--- config.mk ---
export PLATFORM = sky130hd
export DESIGN_NAME = sched_top
export DESIGN_NICKNAME = d
export VERILOG_FILES = /design/src/sched_pkg.sv /design/src/req_fifo.sv /design/src/req_router.sv /design/src/bank_ctrl.sv /design/src/cmd_arbiter.sv /design/src/sched_top.sv
export VERILOG_INCLUDE_DIRS = /design/src
export SDC_FILE = /design/constraint.sdc
export NUM_CORES = 1
export LEC_CHECK = 0
export ABC_AREA = 1
export BUFFER_PORTS_ARGS = -buffer_cell sky130_fd_sc_hd__buf_2
export CAP_MARGIN = 20
export CORE_MARGIN = 3
export CORE_UTILIZATION = 30
export DETAILED_ROUTE_END_ITERATION = 8
export PLACE_DENSITY = 0.41
export SYNTH_ARGS = -nofsm -noshare
export SYNTH_HDL_FRONTEND = slang
export SYNTH_SLANG_ARGS = --single-unit
--- constraint.sdc ---
create_clock -name clk_in -period 7.25 [get_ports clk_in]
set_input_delay 1.0875 -clock clk_in [delete_from_list [all_inputs] [get_ports clk_in]]
set_output_delay 1.0875 -clock clk_in [all_outputs]
set_load 0.01 [all_outputs]
--- src/sched_consts.svh ---
`ifndef SCHED_CONSTS_SVH
`define SCHED_CONSTS_SVH

// address fields, request address is {row, bank, col}
`define SCHED_ROW_W     8
`define SCHED_COL_W     4
`define SCHED_BANK_W    2
`define SCHED_ADDR_W    14

`define SCHED_NUM_BANKS 4   // flat bank index, no bank groups

`define SCHED_DATA_W    32  // write data path

// entries per read or write queue of one bank
`define SCHED_Q_DEPTH   4

// bank recovery, in cycles with want held low
`define SCHED_ACT_LAT   4   // after activate
`define SCHED_PRE_LAT   3   // after precharge

`endif

--- src/sched_pkg.sv ---
`include "sched_consts.svh"

package sched_pkg;

    // command kinds as seen on the cmd output
    typedef enum logic [1:0] {
        CMD_RD  = 2'd0,
        CMD_WR  = 2'd1,
        CMD_ACT = 2'd2,
        CMD_PRE = 2'd3
    } dram_cmd_t;

    // queued read, bank is implied by the queue it sits in
    typedef struct packed {
        logic [`SCHED_ROW_W-1:0] row;
        logic [`SCHED_COL_W-1:0] col;
    } rd_req_t;

    // queued write with its payload
    typedef struct packed {
        logic [`SCHED_ROW_W-1:0]  row;
        logic [`SCHED_COL_W-1:0]  col;
        logic [`SCHED_DATA_W-1:0] data;
    } wr_req_t;

endpackage

--- src/req_fifo.sv ---
`include "sched_consts.svh"

module req_fifo #(
    parameter type payload_t = logic
) (
    input  logic     clk_in,
    input  logic     rst_in,
    input  logic     push,
    input  payload_t din,
    input  logic     pop,
    output payload_t dout,
    output logic     empty
);

    localparam int DEPTH = `SCHED_Q_DEPTH;
    localparam int PTR_W = (DEPTH > 1) ? $clog2(DEPTH) : 1;
    localparam int CNT_W = $clog2(DEPTH + 1);

    payload_t           mem [DEPTH];
    logic [PTR_W-1:0]   wr_ptr;
    logic [PTR_W-1:0]   rd_ptr;
    logic [CNT_W-1:0]   count;
    logic               do_push;
    logic               do_pop;

    assign empty = (count == '0);
    assign dout  = mem[rd_ptr]; // head entry, valid while not empty

    assign do_pop  = pop && !empty;
    // a full queue still takes a push when it pops in the same cycle
    assign do_push = push && ((count != CNT_W'(DEPTH)) || do_pop);

    always_ff @(posedge clk_in) begin
        if (do_push) begin
            mem[wr_ptr] <= din;
        end
    end

    always_ff @(posedge clk_in or posedge rst_in) begin
        if (rst_in) begin
            wr_ptr <= '0;
            rd_ptr <= '0;
            count  <= '0;
        end else begin
            if (do_push) begin
                wr_ptr <= (wr_ptr == PTR_W'(DEPTH - 1)) ? '0 : wr_ptr + 1'b1;
            end
            if (do_pop) begin
                rd_ptr <= (rd_ptr == PTR_W'(DEPTH - 1)) ? '0 : rd_ptr + 1'b1;
            end
            case ({do_push, do_pop})
                2'b10:   count <= count + 1'b1;
                2'b01:   count <= count - 1'b1;
                default: count <= count;    // idle or push+pop together
            endcase
        end
    end

endmodule

--- src/req_router.sv ---
`include "sched_consts.svh"

module req_router import sched_pkg::*; (
    input  logic                        clk_in,
    input  logic                        rst_in,
    input  logic                        req_valid,
    input  logic                        req_write,
    input  logic [`SCHED_ADDR_W-1:0]    req_addr,
    input  logic [`SCHED_DATA_W-1:0]    req_data,
    output logic [`SCHED_NUM_BANKS-1:0] push_rd,
    output logic [`SCHED_NUM_BANKS-1:0] push_wr,
    output rd_req_t                     rd_req,
    output wr_req_t                     wr_req
);

    // field offsets inside the request address
    localparam int BANK_LSB = `SCHED_COL_W;
    localparam int ROW_LSB  = `SCHED_COL_W + `SCHED_BANK_W;

    logic                       valid_q;
    logic                       write_q;
    logic [`SCHED_ROW_W-1:0]    row_q;
    logic [`SCHED_BANK_W-1:0]   bank_q;
    logic [`SCHED_COL_W-1:0]    col_q;
    logic [`SCHED_DATA_W-1:0]   data_q;

    always_ff @(posedge clk_in or posedge rst_in) begin
        if (rst_in) begin
            valid_q <= 1'b0;
        end else begin
            valid_q <= req_valid;
        end
    end

    // request fields, only meaningful while valid_q is set
    always_ff @(posedge clk_in) begin
        if (req_valid) begin
            write_q <= req_write;
            row_q   <= req_addr[ROW_LSB +: `SCHED_ROW_W];
            bank_q  <= req_addr[BANK_LSB +: `SCHED_BANK_W];
            col_q   <= req_addr[0 +: `SCHED_COL_W];
            data_q  <= req_data;
        end
    end

    // one push bit per cycle, to the decoded bank
    always_comb begin
        for (int b = 0; b < `SCHED_NUM_BANKS; b++) begin
            push_rd[b] = valid_q && !write_q && (bank_q == `SCHED_BANK_W'(b));
            push_wr[b] = valid_q &&  write_q && (bank_q == `SCHED_BANK_W'(b));
        end
    end

    // payload is shared by all banks, the push bits pick the queue
    assign rd_req.row  = row_q;
    assign rd_req.col  = col_q;
    assign wr_req.row  = row_q;
    assign wr_req.col  = col_q;
    assign wr_req.data = data_q;

endmodule

--- src/bank_ctrl.sv ---
`include "sched_consts.svh"

module bank_ctrl import sched_pkg::*; (
    input  logic                     clk_in,
    input  logic                     rst_in,
    input  logic                     push_rd,
    input  logic                     push_wr,
    input  rd_req_t                  rd_req,
    input  wr_req_t                  wr_req,
    input  logic                     grant,
    output logic                     want,
    output dram_cmd_t                want_cmd,
    output logic [`SCHED_ROW_W-1:0]  want_row,
    output logic [`SCHED_COL_W-1:0]  want_col,
    output logic [`SCHED_DATA_W-1:0] want_data
);

    localparam int MAX_LAT = (`SCHED_ACT_LAT > `SCHED_PRE_LAT) ? `SCHED_ACT_LAT
                                                              : `SCHED_PRE_LAT;
    localparam int TMR_W   = $clog2(MAX_LAT + 1);

    rd_req_t                  rd_head;
    wr_req_t                  wr_head;
    logic                     rd_empty;
    logic                     wr_empty;
    logic                     rd_pop;
    logic                     wr_pop;

    logic                     is_open;
    logic [`SCHED_ROW_W-1:0]  open_row;
    logic [TMR_W-1:0]         timer;

    logic                     head_valid;
    logic                     head_is_rd;
    logic [`SCHED_ROW_W-1:0]  head_row;
    logic                     row_hit;

    req_fifo #(.payload_t(rd_req_t)) rd_q (
        .clk_in (clk_in),
        .rst_in (rst_in),
        .push   (push_rd),
        .din    (rd_req),
        .pop    (rd_pop),
        .dout   (rd_head),
        .empty  (rd_empty)
    );

    req_fifo #(.payload_t(wr_req_t)) wr_q (
        .clk_in (clk_in),
        .rst_in (rst_in),
        .push   (push_wr),
        .din    (wr_req),
        .pop    (wr_pop),
        .dout   (wr_head),
        .empty  (wr_empty)
    );

    // reads win over writes whenever the read queue holds something
    assign head_is_rd = !rd_empty;
    assign head_valid = !rd_empty || !wr_empty;
    assign head_row   = head_is_rd ? rd_head.row : wr_head.row;
    assign row_hit    = is_open && (open_row == head_row);

    always_comb begin
        want      = (timer == '0) && head_valid;   // blocked while recovering
        want_row  = head_row;
        want_col  = head_is_rd ? rd_head.col : wr_head.col;
        want_data = wr_head.data;                  // arbiter masks it for non-WR
        if (!is_open) begin
            want_cmd = CMD_ACT;
        end else if (row_hit) begin
            want_cmd = head_is_rd ? CMD_RD : CMD_WR;
        end else begin
            want_cmd = CMD_PRE;
            want_row = open_row;                   // row being closed
        end
    end

    // the head request leaves its queue only with its RD or WR
    assign rd_pop = grant && (want_cmd == CMD_RD);
    assign wr_pop = grant && (want_cmd == CMD_WR);

    always_ff @(posedge clk_in or posedge rst_in) begin
        if (rst_in) begin
            is_open  <= 1'b0;
            open_row <= '0;
            timer    <= '0;
        end else begin
            if (timer != '0) begin
                timer <= timer - 1'b1;
            end
            if (grant) begin
                case (want_cmd)
                    CMD_ACT: begin
                        is_open  <= 1'b1;
                        open_row <= head_row;
                        timer    <= TMR_W'(`SCHED_ACT_LAT);
                    end
                    CMD_PRE: begin
                        is_open <= 1'b0;
                        timer   <= TMR_W'(`SCHED_PRE_LAT);
                    end
                    default: ;  // rd/wr leave the row open
                endcase
            end
        end
    end

endmodule

--- src/cmd_arbiter.sv ---
`include "sched_consts.svh"

module cmd_arbiter import sched_pkg::*; (
    input  logic                                           clk_in,
    input  logic                                           rst_in,
    input  logic                                           cmd_ready,
    input  logic [`SCHED_NUM_BANKS-1:0]                    want,
    input  dram_cmd_t [`SCHED_NUM_BANKS-1:0]               want_cmd,
    input  logic [`SCHED_NUM_BANKS-1:0][`SCHED_ROW_W-1:0]  want_row,
    input  logic [`SCHED_NUM_BANKS-1:0][`SCHED_COL_W-1:0]  want_col,
    input  logic [`SCHED_NUM_BANKS-1:0][`SCHED_DATA_W-1:0] want_data,
    output logic [`SCHED_NUM_BANKS-1:0]                    grant,
    output logic                                           cmd_valid,
    output dram_cmd_t                                      cmd,
    output logic [`SCHED_BANK_W-1:0]                       cmd_bank,
    output logic [`SCHED_ROW_W-1:0]                        cmd_row,
    output logic [`SCHED_COL_W-1:0]                        cmd_col,
    output logic [`SCHED_DATA_W-1:0]                       cmd_data
);

    localparam int NUM_CLASSES = 3;

    logic                      found;
    logic [`SCHED_BANK_W-1:0]  sel;

    // priority class, lower is served first
    function automatic int cmd_class(input dram_cmd_t c);
        int cls;
        case (c)
            CMD_RD, CMD_WR: cls = 0;
            CMD_ACT:        cls = 1;
            default:        cls = 2;
        endcase
        return cls;
    endfunction

    // fixed priority: class first, then lowest bank index
    always_comb begin
        found = 1'b0;
        sel   = '0;
        for (int c = 0; c < NUM_CLASSES; c++) begin
            for (int b = 0; b < `SCHED_NUM_BANKS; b++) begin
                if (!found && cmd_ready && want[b] && (cmd_class(want_cmd[b]) == c)) begin
                    found = 1'b1;
                    sel   = `SCHED_BANK_W'(b);
                end
            end
        end
    end

    always_comb begin
        grant = '0;
        if (found) begin
            grant[sel] = 1'b1;
        end
    end

    always_ff @(posedge clk_in or posedge rst_in) begin
        if (rst_in) begin
            cmd_valid <= 1'b0;
        end else begin
            cmd_valid <= found;     // one cycle per grant
        end
    end

    always_ff @(posedge clk_in) begin
        if (found) begin
            cmd      <= want_cmd[sel];
            cmd_bank <= sel;
            cmd_row  <= want_row[sel];
            cmd_col  <= want_col[sel];
            // data only travels with a write
            cmd_data <= (want_cmd[sel] == CMD_WR) ? want_data[sel] : '0;
        end
    end

endmodule

--- src/sched_top.sv ---
`include "sched_consts.svh"

module sched_top import sched_pkg::*; (
    input  logic                     clk_in,
    input  logic                     rst_in,
    input  logic                     req_valid,
    input  logic                     req_write,
    input  logic [`SCHED_ADDR_W-1:0] req_addr,
    input  logic [`SCHED_DATA_W-1:0] req_data,
    input  logic                     cmd_ready,
    output logic                     cmd_valid,
    output dram_cmd_t                cmd,
    output logic [`SCHED_BANK_W-1:0] cmd_bank,
    output logic [`SCHED_ROW_W-1:0]  cmd_row,
    output logic [`SCHED_COL_W-1:0]  cmd_col,
    output logic [`SCHED_DATA_W-1:0] cmd_data
);

    logic [`SCHED_NUM_BANKS-1:0]                    push_rd;
    logic [`SCHED_NUM_BANKS-1:0]                    push_wr;
    rd_req_t                                        rd_req;
    wr_req_t                                        wr_req;

    logic [`SCHED_NUM_BANKS-1:0]                    want;
    dram_cmd_t [`SCHED_NUM_BANKS-1:0]               want_cmd;
    logic [`SCHED_NUM_BANKS-1:0][`SCHED_ROW_W-1:0]  want_row;
    logic [`SCHED_NUM_BANKS-1:0][`SCHED_COL_W-1:0]  want_col;
    logic [`SCHED_NUM_BANKS-1:0][`SCHED_DATA_W-1:0] want_data;
    logic [`SCHED_NUM_BANKS-1:0]                    grant;

    req_router u_router (
        .clk_in    (clk_in),
        .rst_in    (rst_in),
        .req_valid (req_valid),
        .req_write (req_write),
        .req_addr  (req_addr),
        .req_data  (req_data),
        .push_rd   (push_rd),
        .push_wr   (push_wr),
        .rd_req    (rd_req),
        .wr_req    (wr_req)
    );

    // one controller per bank, all fed from the shared router payload
    for (genvar i = 0; i < `SCHED_NUM_BANKS; i++) begin : g_bank
        bank_ctrl u_bank (
            .clk_in    (clk_in),
            .rst_in    (rst_in),
            .push_rd   (push_rd[i]),
            .push_wr   (push_wr[i]),
            .rd_req    (rd_req),
            .wr_req    (wr_req),
            .grant     (grant[i]),
            .want      (want[i]),
            .want_cmd  (want_cmd[i]),
            .want_row  (want_row[i]),
            .want_col  (want_col[i]),
            .want_data (want_data[i])
        );
    end

    cmd_arbiter u_arbiter (
        .clk_in    (clk_in),
        .rst_in    (rst_in),
        .cmd_ready (cmd_ready),
        .want      (want),
        .want_cmd  (want_cmd),
        .want_row  (want_row),
        .want_col  (want_col),
        .want_data (want_data),
        .grant     (grant),
        .cmd_valid (cmd_valid),
        .cmd       (cmd),
        .cmd_bank  (cmd_bank),
        .cmd_row   (cmd_row),
        .cmd_col   (cmd_col),
        .cmd_data  (cmd_data)
    );

endmodule

---- Word-level counts from Yosys, hierarchy flattened ----
Memories as Yosys holds them, arrays and structs flattened.
Cells that the tools add are included.
Widths: inputs -> output; s select.
cells by class
  $add $sub $neg .......................... 36
  $lt $le $gt $ge ......................... 2
  eq/ne operators ......................... 68
  multiplexer cells ....................... 122
  reductions and logical operators ........ 159
operators with widths
  cell                 count
  $logic_not 32->1     4
  $mux 8               13
  $logic_and 1x1->1    78
  $eq 2x2->1 const B   38
  $pmux 3 s2           12
  $mux 2               35
  $bmux 32 s2          1
  $eq 2x1->1 const B   18
  $logic_not 3->1      12
  $sub 3x1->3 const B  12
  $mux 1               34
  $add 2x1->2 const B  16
  $eq 8x8->1           4
  $mux 32              1
  $add 3x1->3 const B  8
  $mux 3               8
  $mux 4               6
  $ne 3x3->1 const B   8
  $reduce_bool 2->1    12
  $logic_not 1->1      20
  $bmux 8 s2           1
  $pmux 2 s2           4
  $reduce_and 2->1     8
  $logic_or 1x1->1     12
  9 further kinds      22
word-level totals
  bits in registers ....................... 201
  bits in writable memories ............... 896
  input bits .............................. 51
  output and inout bits ................... 49
  word-level logic and storage cells ...... 443
  memories kept ........................... 8
memories
  name                       depth  bits a word  rd ports  clocked after memory_dff  wr ports  line            source
  g_bank[0].u_bank.wr_q.mem  4      44           1         0                         1         req_fifo.sv:19  payload_t mem [DEPTH];
  g_bank[1].u_bank.wr_q.mem  4      44           1         0                         1         req_fifo.sv:19
  g_bank[2].u_bank.wr_q.mem  4      44           1         0                         1         req_fifo.sv:19
  g_bank[3].u_bank.wr_q.mem  4      44           1         0                         1         req_fifo.sv:19
  g_bank[0].u_bank.rd_q.mem  4      12           1         0                         1         req_fifo.sv:19
  g_bank[1].u_bank.rd_q.mem  4      12           1         0                         1         req_fifo.sv:19
  +2 memories                --     --           --        --                        --        --

---- Depth between registers and ports, before layout ----
Gate-level depths: netlist (run 1).
  depth after elaboration ................. 78
  gate-level depth with buffers ........... 31

---- Hierarchy ----
Synthesis (run 1) repeated with hierarchy kept, for this count alone.
second synthesis, totals
  cell total of the unflattened synthesis .. 3867
  area, all modules ....................... 46138.0 sq um
by module, submodules not included
  module                                 times used  cells an instance  area an instance (sq um)  sequential area each (sq um)
  req_fifo at g_bank[0].u_bank.wr_q ...  4           485                6967.9                    5460.2
  req_fifo at g_bank[0].u_bank.rd_q ...  4           176                2257.2                    1616.6
  bank_ctrl                              4           167                1027.2                    300.3
  cmd_arbiter                            1           477                3534.6                    1466.4
  req_router                             1           78                 1594.0                    1436.4

---- Worst setup path after synthesis (run 1) ----
OpenSTA, ideal clock, no wires.
  path kind ............................... register to register
  start point ............................. reg g_bank[1].u_bank.wr_q.rd_ptr[0]
  end point ............................... mem g_bank[0].u_bank.wr_q.mem[0][0] (netlist name), enable pin
  library setup time ...................... 446 ps
  data arrival time ....................... 5633 ps
  slack ................................... 1171 ps
  stages on the path, launching flop included .. 22
  buffers on the path ..................... 2
  period minus slack after synthesis ...... 6079 ps
  cell sequence ........................... dfrtp_1 -> buf_6 -> inv_4 -> buf_2 -> nand2_1 -> nand3_1 -> nand3_1 -> nand2_1 -> nand2_1 -> nand2_1 -> nor2_1 -> nand2_1 -> nor2_4 -> nand2_2 -> nor2_2 -> nor2_2 -> nand3_2 -> nand4_1 -> nand4_1 -> nand2_1 -> nand2_1 -> nor2_1
between the ends
  elaborated cells on any way between the ends .. 89
  classes of those cells .................. 2 x order compare; 5 x eq/ne; 31 x mux; 50 x reduce/logical; 1 x memory
RTL lines
  item                                                  line               source
  from (decl)                                           req_fifo.sv:21     logic [PTR_W-1:0] rd_ptr;
  from (signal assigned)                                req_fifo.sv:49     rd_ptr <= (rd_ptr == PTR_W'(DEPTH - 1)) ? '0 : rd_ptr + 1'b1;
  $mem_v2 4x44 *                                        --
  $mux 8 *                                              bank_ctrl.sv:61    assign head_row = head_is_rd ? rd_head.row : wr_head.row;
  $eq 8x8->1 *                                          bank_ctrl.sv:62    assign row_hit = is_open && (open_row == head_row);
  $logic_and 1x1->1 *                                   bank_ctrl.sv:62
  $mux 2 *                                              bank_ctrl.sv:71    end else if (row_hit) begin
  $mux 2 *                                              bank_ctrl.sv:69    if (!is_open) begin
  $eq 2x1->1 / $logic_not 2->1 (equally long branches)  cmd_arbiter.sv:29  case (c)
  $reduce_or 2->1                                       cmd_arbiter.sv:29
  [54 not listed]                                       --
  named net u_arbiter.found                             cmd_arbiter.sv:23  logic found;
  $mux 4 *                                              cmd_arbiter.sv:53  if (found) begin
  $logic_and 1x1->1 *                                   bank_ctrl.sv:81    assign wr_pop = grant && (want_cmd == CMD_WR);
  $logic_and 1x1->1 *                                   req_fifo.sv:29     assign do_pop = pop && !empty;
  $logic_or 1x1->1 *                                    req_fifo.sv:31     assign do_push = push && ((count != CNT_W'(DEPTH)) || do_pop);
  $logic_and 1x1->1 *                                   req_fifo.sv:31
  $mux 1 *                                              req_fifo.sv:34     if (do_push) begin
  $mux 1 (not written as such) *                        req_fifo.sv:35     mem[wr_ptr] <= din;
  to (decl)                                             req_fifo.sv:19
The timed path passes the listed nets; every way through them passes the cells marked *.

---- Worst setup path after layout (run 1) ----
  start point ............................. reg g_bank[2].u_bank.wr_q.rd_ptr[0]
  end point ............................... mem g_bank[3].u_bank.wr_q.mem[0][42] (netlist name), enable pin
between the ends
  cells in the longest elaborated chain, start to end .. 68
  elaborated cells on any way between the ends .. 83
  classes of those cells .................. 2 x order compare; 5 x eq/ne; 29 x mux; 46 x reduce/logical; 1 x memory
RTL lines
  item                                                  line               source
  from (decl)                                           req_fifo.sv:21
  from (signal assigned)                                req_fifo.sv:49
  $mem_v2 4x44 *                                        --
  $mux 8 *                                              bank_ctrl.sv:61
  $eq 8x8->1 *                                          bank_ctrl.sv:62
  $logic_and 1x1->1 *                                   bank_ctrl.sv:62
  $mux 2 *                                              bank_ctrl.sv:71
  $mux 2 *                                              bank_ctrl.sv:69
  $eq 2x1->1 / $logic_not 2->1 (equally long branches)  cmd_arbiter.sv:29
  $reduce_or 2->1                                       cmd_arbiter.sv:29
  [49 not listed]                                       --
  named net u_arbiter.sel[1]                            cmd_arbiter.sv:24  logic [`SCHED_BANK_W-1:0] sel;
  [3 not listed]                                        --
  $demux 1 s2 *                                         --
  $mux 4 *                                              cmd_arbiter.sv:53
  $logic_and 1x1->1 *                                   bank_ctrl.sv:81
  $logic_and 1x1->1 *                                   req_fifo.sv:29
  $logic_or 1x1->1 *                                    req_fifo.sv:31
  $logic_and 1x1->1 *                                   req_fifo.sv:31
  $mux 1 *                                              req_fifo.sv:34
  $mux 1 (not written as such) *                        req_fifo.sv:35
  to (decl)                                             req_fifo.sv:19
Marked as above.

==> reports/metrics.csv, run 1 <==
stage,metric,value,unit
timing,holdWs,480,ps
clocking,clkLatencyLatePin,770,ps
clocking,cts_hold_buffers,0,
drt,wl_per_cell,22.3,µm
drt,routed_wl,133,mm
synthesis,synth_warnings,0,
cells_and_area,diodes,0,
timing,hold_viol_final,0,
clocking,cts_setup_buffers,0,
timing,timing.fmax,180,MHz
setup_path,crit_chain,"inv_4, nand2_1, nand3_1, nand3_1, nand2_1, nand2_1, nand2_1, nand2_1, nor2_1, nand4_1, nand2_1, nor2_4, nand4_2, inv_2, nor2_4, nand3_4, nand3_1, nand2_1, nand2_1, nor2_4, buf_4",
clocking,clockRootBuffer,clkbuf_16,
drt,ant_nets,0,
timing,finalSetupTns,0,ps
cells_and_area,final_layout_size_suffix_gt1_share,12.7,%
die,rows,141,
synthesis,synth_nets,3845,
cells_and_area,multi_input_comb_area,0.0113,mm²
setup_path,cpPeakStageDelay,880,ps
synthesis,yosysSeqAreaShare,71.7,%
synthesis,yosys.area.top_type_share,65.8,%
clocking,cts_resized,0,
synthesis,postSynth.asyncResetShare,9.66,%
setup_path,cp_top_family,simple AND/OR/NAND/NOR gates,
timing,layout_min_cycle_time,5560,ps
die,fp.coreArea,0.149,mm²
timing,slew_headroom,23.5,%
clocking,cts_sinks,1097,
setup_path,cpMostUsedCell,nand2_1,
timing,skew,37.4,ps
drt,drt_first_iter_violations,2012,
pwr,p_leak,19.0,nW
setup_path,start_kind,flip-flop,
global_route,grt_max_degree,73,
timing,setup_viol,0,
synthesis,ys_ff_latch,1097,
drt,avgViaCountPerCell,4.77,
cells_and_area,nets,3975,
global_route,grt_overflow_total,0,
timing,fin_crit_sh,76.6,%
drt,via_count,28500,
synthesis,synthDistinctLibCells,45,
cells_and_area,fin_util,35.4,%
setup_path,cp_max_fo,56,
synthesis,synth_edf_count,991,
placement,pre_cts_ws,1600,ps
cells_and_area,fillers,14600,
cells_and_area,syn_to_final_growth,16.4,%
pwr,p_per_area,355,mW/mm²
drt,drc,0,
pwr,peakVddDrop,0.000281,V
job,drv_cap,0,
timing,drv_slew,0,
placement,gp_congestion,0.818,
synthesis,yosysMostFrequentCell,edfxtp_1,
setup_path,end_kind,flip-flop,
synthesis,synthCells,3734,
global_route,grt_pass1_vias,28100,
pwr,power,18.7,mW
setup_path,crit_type,reg -> reg,
placement,port_buffers,99,
synthesis,syn_area_per_cell,12.1,µm²
drt,dr.pass1.iters,6,
global_route,grt_pass1_wl,196,mm
timing,rsz0062_at_grt,no,
synthesis,synth_common_cells,"edfxtp_1, nand2_1, o21ai_0",
clocking,cts_tree,done,
clocking,clkTransAtPathRegs,60,ps
synthesis,ys.flop_type,edfxtp_1,
die,die_x,394,µm
synthesis,ys_top_cells_by_area,"edfxtp_1, nand2_1, dfrtp_1",
setup_path,required,7700,ps
clocking,cts.htree.levels,4,
clocking,cts_buffers,132,
synthesis,yosysTopAreaCell,edfxtp_1,
die,io_pins,100,
setup_path,cp_num_buf_inv,3,
die,chipHeight,394,µm
setup_path,cp_data_arrival_time,6000,ps
die,die-area,0.155,mm²
clocking,cts_buffer_depth,3,
synthesis,syn_area,0.0452,mm²
timing,fin_ws,1690,ps
min_path,hp-class,in -> async,
run_status,status,completed,
timing,worstMarginPinSlew,1140,ps
die,start_util,30.4,%
global_route,grtUsageTotal,17.0,%
global_route,antenna_found_initial,2,
setup_path,cpMaxStageDelayCell,dfrtp_4,
placement,dpl.hpwl,78.8,mm
cells_and_area,regArea,0.0324,mm²
[stage by stage]
| step | area (µm²) | cells |
|---|---|---|
| after floorplan | 45200 | 3734 |
| after global placement | 48100 | 5724 |
| after detailed placement | 48200 | 5730 |
| after CTS | 52600 | 5973 |
| after global routing | 52600 | 5975 |
| final | 52600 | 5975 |
[cell usage in the layout, fill, tap and decap left out, types with 101 or more instances in the layout]
cell	count
edfxtp_1	991
inv_1	173
o21ai_0	327
o22ai_1	101
clkbuf_16	137
nand2_1	845
a21oi_1	126
nor2_1	296
nand3_1	272
[worst reg2reg max path, delay by kind of cell (launching register included)]
family,cells,cell delay (ps)
AND/OR/NAND/NOR,18,3240
buffers and inverters,3,1110
flip-flops,1,880
[metal layers]
metal / global-route usage [%] / wire, µm / vias up
met5: 0 / 0 / -
met2: 27.8 / 63600 / 528
li1: - / - / 13500
met3: 2.39 / 4420 / 151
met4: 4.18 / 2300 / 0
met1: 23.8 / 62700 / 14300
[final cells by class]
type | instances | share of cell area, %
clock buffer | 169 | 6.87
tap | 2002 | 4.76
inverter | 207 | 1.51
multi-input combinational | 2253 | 21.4
clock inverter | 74 | 1.54
sequential | 1097 | 61.6
timing repair buffer | 173 | 2.25
[final timing paths]
kind | slack (ps) | cells past startpoint | start | end
setup reg to reg | 1690 | 21 | g_bank[2].u_bank.wr_q.rd_ptr[0] | g_bank[3].u_bank.wr_q.mem[0][42]
min in group clk_in | 490 | 1 | g_bank[1].u_bank.rd_q.count[0] | g_bank[1].u_bank.rd_q.count[0]
max in group asynchronous | 5360 | 3 | rst_in | g_bank[3].u_bank.rd_q.count[0]
hold / removal | 480 | 2 | rst_in | g_bank[0].u_bank.rd_q.wr_ptr[1]
hold reg to reg | 490 | 1 | g_bank[1].u_bank.rd_q.count[0] | g_bank[1].u_bank.rd_q.count[0]
setup / recovery | 1690 | 21 | g_bank[2].u_bank.wr_q.rd_ptr[0] | g_bank[3].u_bank.wr_q.mem[0][42]
[where the power goes]
group,internal [mW],switching (mW)
logic,1.05,2.86
clock network,3.99,2.73
registers,7.62,0.426
total,12.7,6.02
[kinds of logic (layout without fill, tap and decap cells)]
logic type,after synthesis,in the layout,share of synthesized area (%)
adder cells (fa/ha/maj),60,60,1.79
flip-flops,1097,1097,71.7
buffers and inverters,384,623,3.62
multiplexers,2,2,0.0498
AO/OA/AOI/OAI,638,638,8.14
XOR/XNOR,11,11,0.213
AND/OR/NAND/NOR,1542,1542,14.5
[flip-flops by register name (all words and copies together), names as in the netlist, 4 cells and up]
register                   cells
u_router.row_q                 8
u_arbiter.cmd_row              8
u_router.col_q                 4
g_bank.u_bank.is_open          4
g_bank.u_bank.rd_q.mem       192
g_bank.u_bank.wr_q.rd_ptr      8
u_router.data_q               32
g_bank.u_bank.rd_q.count      12
g_bank.u_bank.rd_q.rd_ptr      8
g_bank.u_bank.wr_q.count      12
g_bank.u_bank.open_row        32
g_bank.u_bank.wr_q.mem       704
g_bank.u_bank.wr_q.wr_ptr      8
u_arbiter.cmd_col              4
g_bank.u_bank.timer           12
g_bank.u_bank.rd_q.wr_ptr      8
u_arbiter.cmd_data            32
Power figures use the tool's default switching activity.
==> run 2, diff against run 1 <==
==> constraint.sdc (replaced) <==
create_clock -name clk_in -period 5.7 [get_ports clk_in]
set_input_delay 0.855 -clock clk_in [delete_from_list [all_inputs] [get_ports clk_in]]
set_output_delay 0.855 -clock clk_in [all_outputs]
set_load 0.01 [all_outputs]
==> run 2 against run 1 <==
Against the previous run: global-route usage is essentially flat; die area is the same; first-iteration DRC count grew 11%; final area shrank 0.15%; utilization shrank 0.055 points; wire length grew 0.25%; combinational power grew 32%; register-to-register slack lost 900 ps; final cell count grew 0.37%; clock skew grew 12 ps; critical path depth grew 2; largest power group unchanged.
==> reports/metrics.csv, run 2 (same netlist as run 1, synthesis figures left out) <==
stage,metric,value,unit,change
die,die-area,0.155,mm²,unchanged
placement,port_buffers,99,,unchanged
timing,drv_slew,0,,unchanged
pwr,power.switching,7.57,mW,+26%
timing,worstMarginPinSlew,1010,ps,-124 ps
cells_and_area,final_layout_size_suffix_gt1_share,13.3,%,+0.66 points
cells_and_area,top_regs,"g_bank.u_bank.wr_q.mem x704, g_bank.u_bank.rd_q.mem x192",,
drt,ant_nets,0,,unchanged
cells_and_area,mostFrequentLayoutCells,"edfxtp_1, nand2_1, o21ai_0",,
global_route,grt_pass1_vias,28100,,-0.0071%
cells_and_area,largest-register,g_bank.u_bank.wr_q.mem,,
die,chipHeight,394,µm,unchanged
placement,gp_congestion,0.843,,+3.1%
drt,drc,0,,unchanged
clocking,cts_resized,0,,unchanged
clocking,clkTransAtPathRegs,60,ps,about the same
setup_path,crit_type,reg -> reg,,
clocking,cts_setup_buffers,0,,unchanged
setup_path,reg2reg_from,g_bank[2].u_bank.wr_q.rd_ptr[0],,
setup_path,cp_data_arrival_time,5310,ps,-690 ps
pwr,swShare,32.6,%,+0.45 points
global_route,antenna_found_initial,5,,+3
timing,rsz0062_at_grt,no,,
pwr,p_leak,19.0,nW,-0.18%
cells_and_area,fillers,14600,,+0.24%
clocking,cts_buffers,120,,-9.1%
pwr,internal_power,15.6,mW,+23%
drt,via_count,28600,,+0.22%
global_route,grt_max_degree,73,,unchanged
die,die_x,394,µm,unchanged
clocking,cts_hold_buffers,0,,unchanged
die,fp.coreArea,0.149,mm²,unchanged
setup_path,cp_max_fo,39,,-30%
clocking,cts.htree.levels,3,,-1
clocking,clkLatencyLatePin,770,ps,about the same
setup_path,crit_path_start,g_bank[2].u_bank.wr_q.rd_ptr[0],,
pwr,peakVddDrop,0.000337,V,+20%
clocking,cts_sinks,1097,,unchanged
timing,hold_viol_final,0,,unchanged
clocking,cts_tree,done,,
global_route,grtUsageTotal,17.0,%,-0.026 points
timing,fin_crit_sh,86.1,%,+9.5 points
setup_path,start_kind,flip-flop,,
cells_and_area,instances_no_fill,5997,,+0.37%
die,rows,141,,unchanged
pwr,seqPwrFrac,43.9,%,+0.8 points
job,drv_cap,0,,unchanged
placement,dpl.hpwl,82.6,mm,+4.7%
global_route,grt_overflow_total,0,,unchanged
cells_and_area,syn_to_final_growth,16.2,%,
setup_path,required,6100,ps,-1600 ps
pwr,combPwrFrac,22.2,%,+1.3 points
timing,setup_viol,0,,unchanged
timing,skew,49.8,ps,+12.4 ps
timing,slew_headroom,31.8,%,+8.3 points
pwr,p_per_area,441,mW/mm²,+24%
cells_and_area,nets,3999,,+0.60%
min_path,hp-class,in -> reg,,
drt,dr.pass1.iters,6,,unchanged
pwr,pwr-share-clk,33.9,%,-2.1 points
cells_and_area,largest_reg_flops,704,,unchanged
timing,fin_ws,791,ps,-903 ps
global_route,grt_pass1_wl,195,mm,-0.58%
timing,timing.fmax,204,MHz,+13%
drt,avgViaCountPerCell,4.76,,-0.15%
die,start_util,30.4,%,unchanged
clocking,clockRootBuffer,clkbuf_16,,
placement,pre_cts_ws,793,ps,-810 ps
clocking,cts_buffer_depth,3,,unchanged
drt,routed_wl,133,mm,+0.25%
drt,drt_first_iter_violations,2241,,+11%
timing,layout_min_cycle_time,4910,ps,-647 ps
placement,placed_cells,5768,,+0.66%
drt,wl_per_cell,22.2,µm,-0.12%
cells_and_area,layout_commonest_cell,edfxtp_1,,
die,io_pins,100,,unchanged
setup_path,end_kind,flip-flop,,
min_path,hold_start,req_data[2],,
run_status,status,completed,,
==> run 2: cell count changes in the layout (fill, tap and decap cells not counted), sizes merged <==
cell | previous run | this run
buf | 173 | 209
clkbuf | 169 | 150
clkinvlp | 4 | 11
diode | 0 | 1
inv | 212 | 209
==> run 2: worst paths after layout <==
check	end	slack (ps)	cells after the start
setup / recovery	g_bank[2].u_bank.wr_q.mem[0][23]	790	23
hold / removal	u_router.data_q[2]	260	1
setup reg to reg	g_bank[2].u_bank.wr_q.mem[0][23]	790	23
hold reg to reg	g_bank[1].u_bank.rd_q.count[0]	480	1
max in group asynchronous	g_bank[3].u_bank.wr_q.rd_ptr[0]	4450	3
min in group asynchronous	g_bank[0].u_bank.rd_q.count[1]	320	2
==> run 2: metrics by stage <==
step	setup TNS (ps)	hold WS (ps)	power [mW]	util (%)	instance area, µm²
2_1_floorplan	-66660	462	13.4	-	45200
3_3_place_gp	0	479	15.6	32.7	48600
3_5_place_dp	0	476	15.6	32.7	48600
4_1_cts	0	190	23.6	35.3	52500
5_1_grt	0	223	24.5	35.3	52500
6_report	0	263	23.2	35.3	52600
==> run 2: cell type report <==
type	instances	area, µm²	share of cell area [%]
Sequential cell	1097	32400	61.7
Multi-Input combinational cell	2253	11300	21.5
Clock buffer	150	3190	6.06
Tap cell	2002	2500	4.77
Timing Repair Buffer	209	1540	2.92
Clock inverter	78	800	1.52
Inverter	207	797	1.52
Antenna cell	1	2.50	0.00476
==> run 2: per-layer routing <==
layer	part of all wire (%)	vias to the layer above	track usage [%]
met5	0	-	0
li1	-	13500	-
met4	3.1	0	6.09
met1	46	14200	23.5
met2	46	672	27.0
met3	4.3	195	2.55
==> run 2: power groups by stage <==
| stage | logic (mW) | registers (mW) | clock network (mW) |
|---|---|---|---|
| 3_3_place_gp | 5.24 | 10.4 | 0 |
| 5_1_grt | 5.78 | 10.3 | 8.44 |
| 2_1_floorplan | 3.04 | 10.3 | 0 |
| 4_1_cts | 5.26 | 10.2 | 8.12 |
| 3_5_place_dp | 5.24 | 10.4 | 0 |
| 6_report | 5.15 | 10.2 | 7.86 |
==> run 2: worst max-delay path: stages, from the launching register on <==
cell and delay (ps):
dfrtp_4 690, buf_4 490, nand2_1 90, nand3_1 100, nand3_1 180, nand2_1 170, nand2_1 60, nand2_1 50
nand2_1 50, nor2_1 150, nand3_1 130, o211ai_1 250, nor2_1 80, nand3_2 120, nand3_2 100, nor2_4 200
nand2_4 190, nor2_2 210, nand2_1 230, inv_2 160, o21ai_2 140, buf_4 190, nor2_4 90, buf_4 350
==> run 3, diff against run 2 <==
--- a/config.mk
+++ b/config.mk
@@ -12,7 +12,7 @@
 export CORE_MARGIN = 3
 export CORE_UTILIZATION = 30
 export DETAILED_ROUTE_END_ITERATION = 8
-export PLACE_DENSITY = 0.41
+export PLACE_DENSITY = 0.46
 export SYNTH_ARGS = -nofsm -noshare
 export SYNTH_HDL_FRONTEND = slang
 export SYNTH_SLANG_ARGS = --single-unit
==> run 3 against run 2 <==
Against the previous run: global-route usage is 0.48 points lower; final area is 0.21% lower; setup slack worse by 11 ps; critical path type unchanged.
==> reports/metrics.csv, run 3 (same netlist as run 1, synthesis figures left out) <==
stage,metric,value,unit,change
run_status,status,completed,,
setup_path,crit_type,reg -> reg,,
setup_path,start_kind,flip-flop,,
timing,layout_min_cycle_time,4920,ps,+11.5 ps
cells_and_area,largest-register,g_bank.u_bank.wr_q.mem,,
cells_and_area,fillers,14600,,-0.44%
global_route,antenna_found_initial,3,,-2
timing,fin_crit_sh,86.3,%,+0.20 points
die,io_pins,100,,unchanged
cells_and_area,syn_to_final_growth,16.0,%,
global_route,grtUsageTotal,16.5,%,-0.48 points
global_route,grt_pass1_vias,28100,,+0.17%
drt,drc,0,,unchanged
timing,timing.fmax,203,MHz,-0.23%
clocking,clockRootBuffer,clkbuf_16,,
die,die_x,394,µm,unchanged
setup_path,required,6120,ps,+20 ps
cells_and_area,largest_reg_flops,704,,unchanged
global_route,grt_max_degree,74,,+1.4%
timing,rsz0062_at_grt,no,,
timing,worstMarginPinSlew,985,ps,-29.3 ps
clocking,cts_buffers,118,,-1.7%
cells_and_area,mostFrequentLayoutCells,"edfxtp_1, nand2_1, o21ai_0",,
timing,finalSetupTns,0,ps,unchanged
placement,placed_cells,5768,,unchanged
placement,gp_congestion,0.846,,+0.37%
setup_path,cp_max_fo,51,,+31%
cells_and_area,instances_no_fill,5989,,-0.13%
die,chipHeight,394,µm,unchanged
timing,slew_headroom,34.3,%,+2.5 points
placement,dpl.hpwl,79.0,mm,-4.4%
setup_path,end_kind,flip-flop,,
cells_and_area,final_layout_size_suffix_gt1_share,13.1,%,-0.22 points
die,rows,141,,unchanged
timing,hold_viol_final,0,,unchanged
drt,dr.pass1.iters,5,,-1
placement,port_buffers,99,,unchanged
pwr,p_per_area,439,mW/mm²,-0.50%
clocking,cts_tree,done,,
timing,holdWs,181,ps,-81.1 ps
drt,wl_per_cell,21.6,µm,-3.0%
drt,ant_nets,0,,unchanged
clocking,cts.htree.levels,3,,unchanged
clocking,cts_hold_buffers,0,,unchanged
die,start_util,30.4,%,unchanged
pwr,p_leak,19.0,nW,-0.11%
clocking,cts_setup_buffers,0,,unchanged
drt,via_count,28800,,+0.93%
cells_and_area,final_area,0.0524,mm²,-0.21%
clocking,cts_sinks,1097,,unchanged
cells_and_area,layout_commonest_cell,edfxtp_1,,
die,die-area,0.155,mm²,unchanged
global_route,grt_pass1_wl,191,mm,-1.9%
clocking,clkTransAtPathRegs,60,ps,about the same
clocking,cts_resized,0,,unchanged
timing,drv_slew,0,,unchanged
timing,setup_viol,0,,unchanged
clocking,clkLatencyLatePin,740,ps,-30 ps
job,drv_cap,0,,unchanged
drt,drt_first_iter_violations,2407,,+7.4%
cells_and_area,top_regs,"g_bank.u_bank.wr_q.mem x704, g_bank.u_bank.rd_q.mem x192",,
die,fp.coreArea,0.149,mm²,unchanged
drt,routed_wl,129,mm,-3.1%
placement,dpl_cell_area,0.0485,mm²,-0.19%
clocking,cts_buffer_depth,3,,unchanged
global_route,grt_overflow_total,0,,unchanged
setup_path,cp_data_arrival_time,5340,ps,+30 ps
timing,skew,42.3,ps,-7.49 ps
pwr,peakVddDrop,0.000268,V,-21%
drt,avgViaCountPerCell,4.81,,+1.1%
min_path,hp-class,in -> async,,
cells_and_area,nets,3998,,-0.025%
[run 3: cell types whose count changed in the layout (fill, tap and decap cells not counted), moves of 2 or more]
cell | before | now
buf_12 | 17 | 10
buf_4 | 94 | 101
bufinv_16 | 12 | 14
clkbuf_1 | 23 | 25
clkinv_2 | 23 | 19
clkinv_8 | 2 | 0
clkinvlp_4 | 11 | 7
[run 3: layer usage]
metal / up-vias / wire [µm] / track usage [%]
met5: - / 14 / 0
met4: 2 / 3570 / 4.78
met3: 175 / 6190 / 2.93
met2: 655 / 61100 / 26.8
met1: 14400 / 58400 / 22.5
li1: 13600 / - / -
[run 3: final timing paths]
| kind | cells after the start | startpoint | endpoint | slack, ps |
|---|---|---|---|---|
| worst max-delay path | 22 | g_bank[1].u_bank.wr_q.rd_ptr[0] | g_bank[0].u_bank.rd_q.mem[3][4] | 780 |
| min in group clk_in | 1 | req_data[16] | u_router.data_q[16] | 290 |
| worst min-delay path | 2 | rst_in | g_bank[0].u_bank.wr_q.wr_ptr[0] | 180 |
| worst min register to register | 1 | g_bank[2].u_bank.rd_q.count[0] | g_bank[2].u_bank.rd_q.count[0] | 490 |
| worst max register to register | 22 | g_bank[1].u_bank.wr_q.rd_ptr[0] | g_bank[0].u_bank.rd_q.mem[3][4] | 780 |
| max in group asynchronous | 3 | rst_in | g_bank[0].u_bank.wr_q.rd_ptr[0] | 4420 |
[run 3: per-stage QoR]
stage               setup WS [ps]  util, %  power [mW]
floorplan                    -379        -        13.4
global placement              804     32.6        15.4
detailed placement            755     32.6        15.4
CTS                           698     35.3        23.4
global route                  215     35.3        24.3
finish                        779     35.3        23.0
[run 3: final cells by class]
cell class | instances | area (µm²) | share of cell area [%]
Multi-Input combinational cell | 2253 | 11300 | 21.5
Antenna cell | 1 | 2.50 | 0.00477
Clock inverter | 69 | 803 | 1.53
Timing Repair Buffer | 210 | 1460 | 2.78
Sequential cell | 1097 | 32400 | 61.8
Tap cell | 2002 | 2500 | 4.78
Clock buffer | 150 | 3150 | 6.02
Inverter | 207 | 797 | 1.52
[run 3: worst max-delay path, cell delays in order, from the launching register on]
cell     delay (ps)
dfrtp_4         630
inv_4           440
nand2_1         110
nand3_1         100
nand3_1         130
nand3_1         110
nand2_1          50
nor2_1           80
nand2_1         100
nor2_4          190
nand3_2         150
nand2_2         140
nor2_4           50
nand4_2         120
inv_2           160
nor2_4          150
nand2_1         100
nor2_4          200
nand4_1         270
inv_1           290
o21ai_1         300
nor2_1          440
buf_4           260
[run 3: power breakdown]
part / switching, mW / internal, mW
Sequential: 0.503 / 9.69
Clock: 3.28 / 4.56
Combinational: 3.62 / 1.38
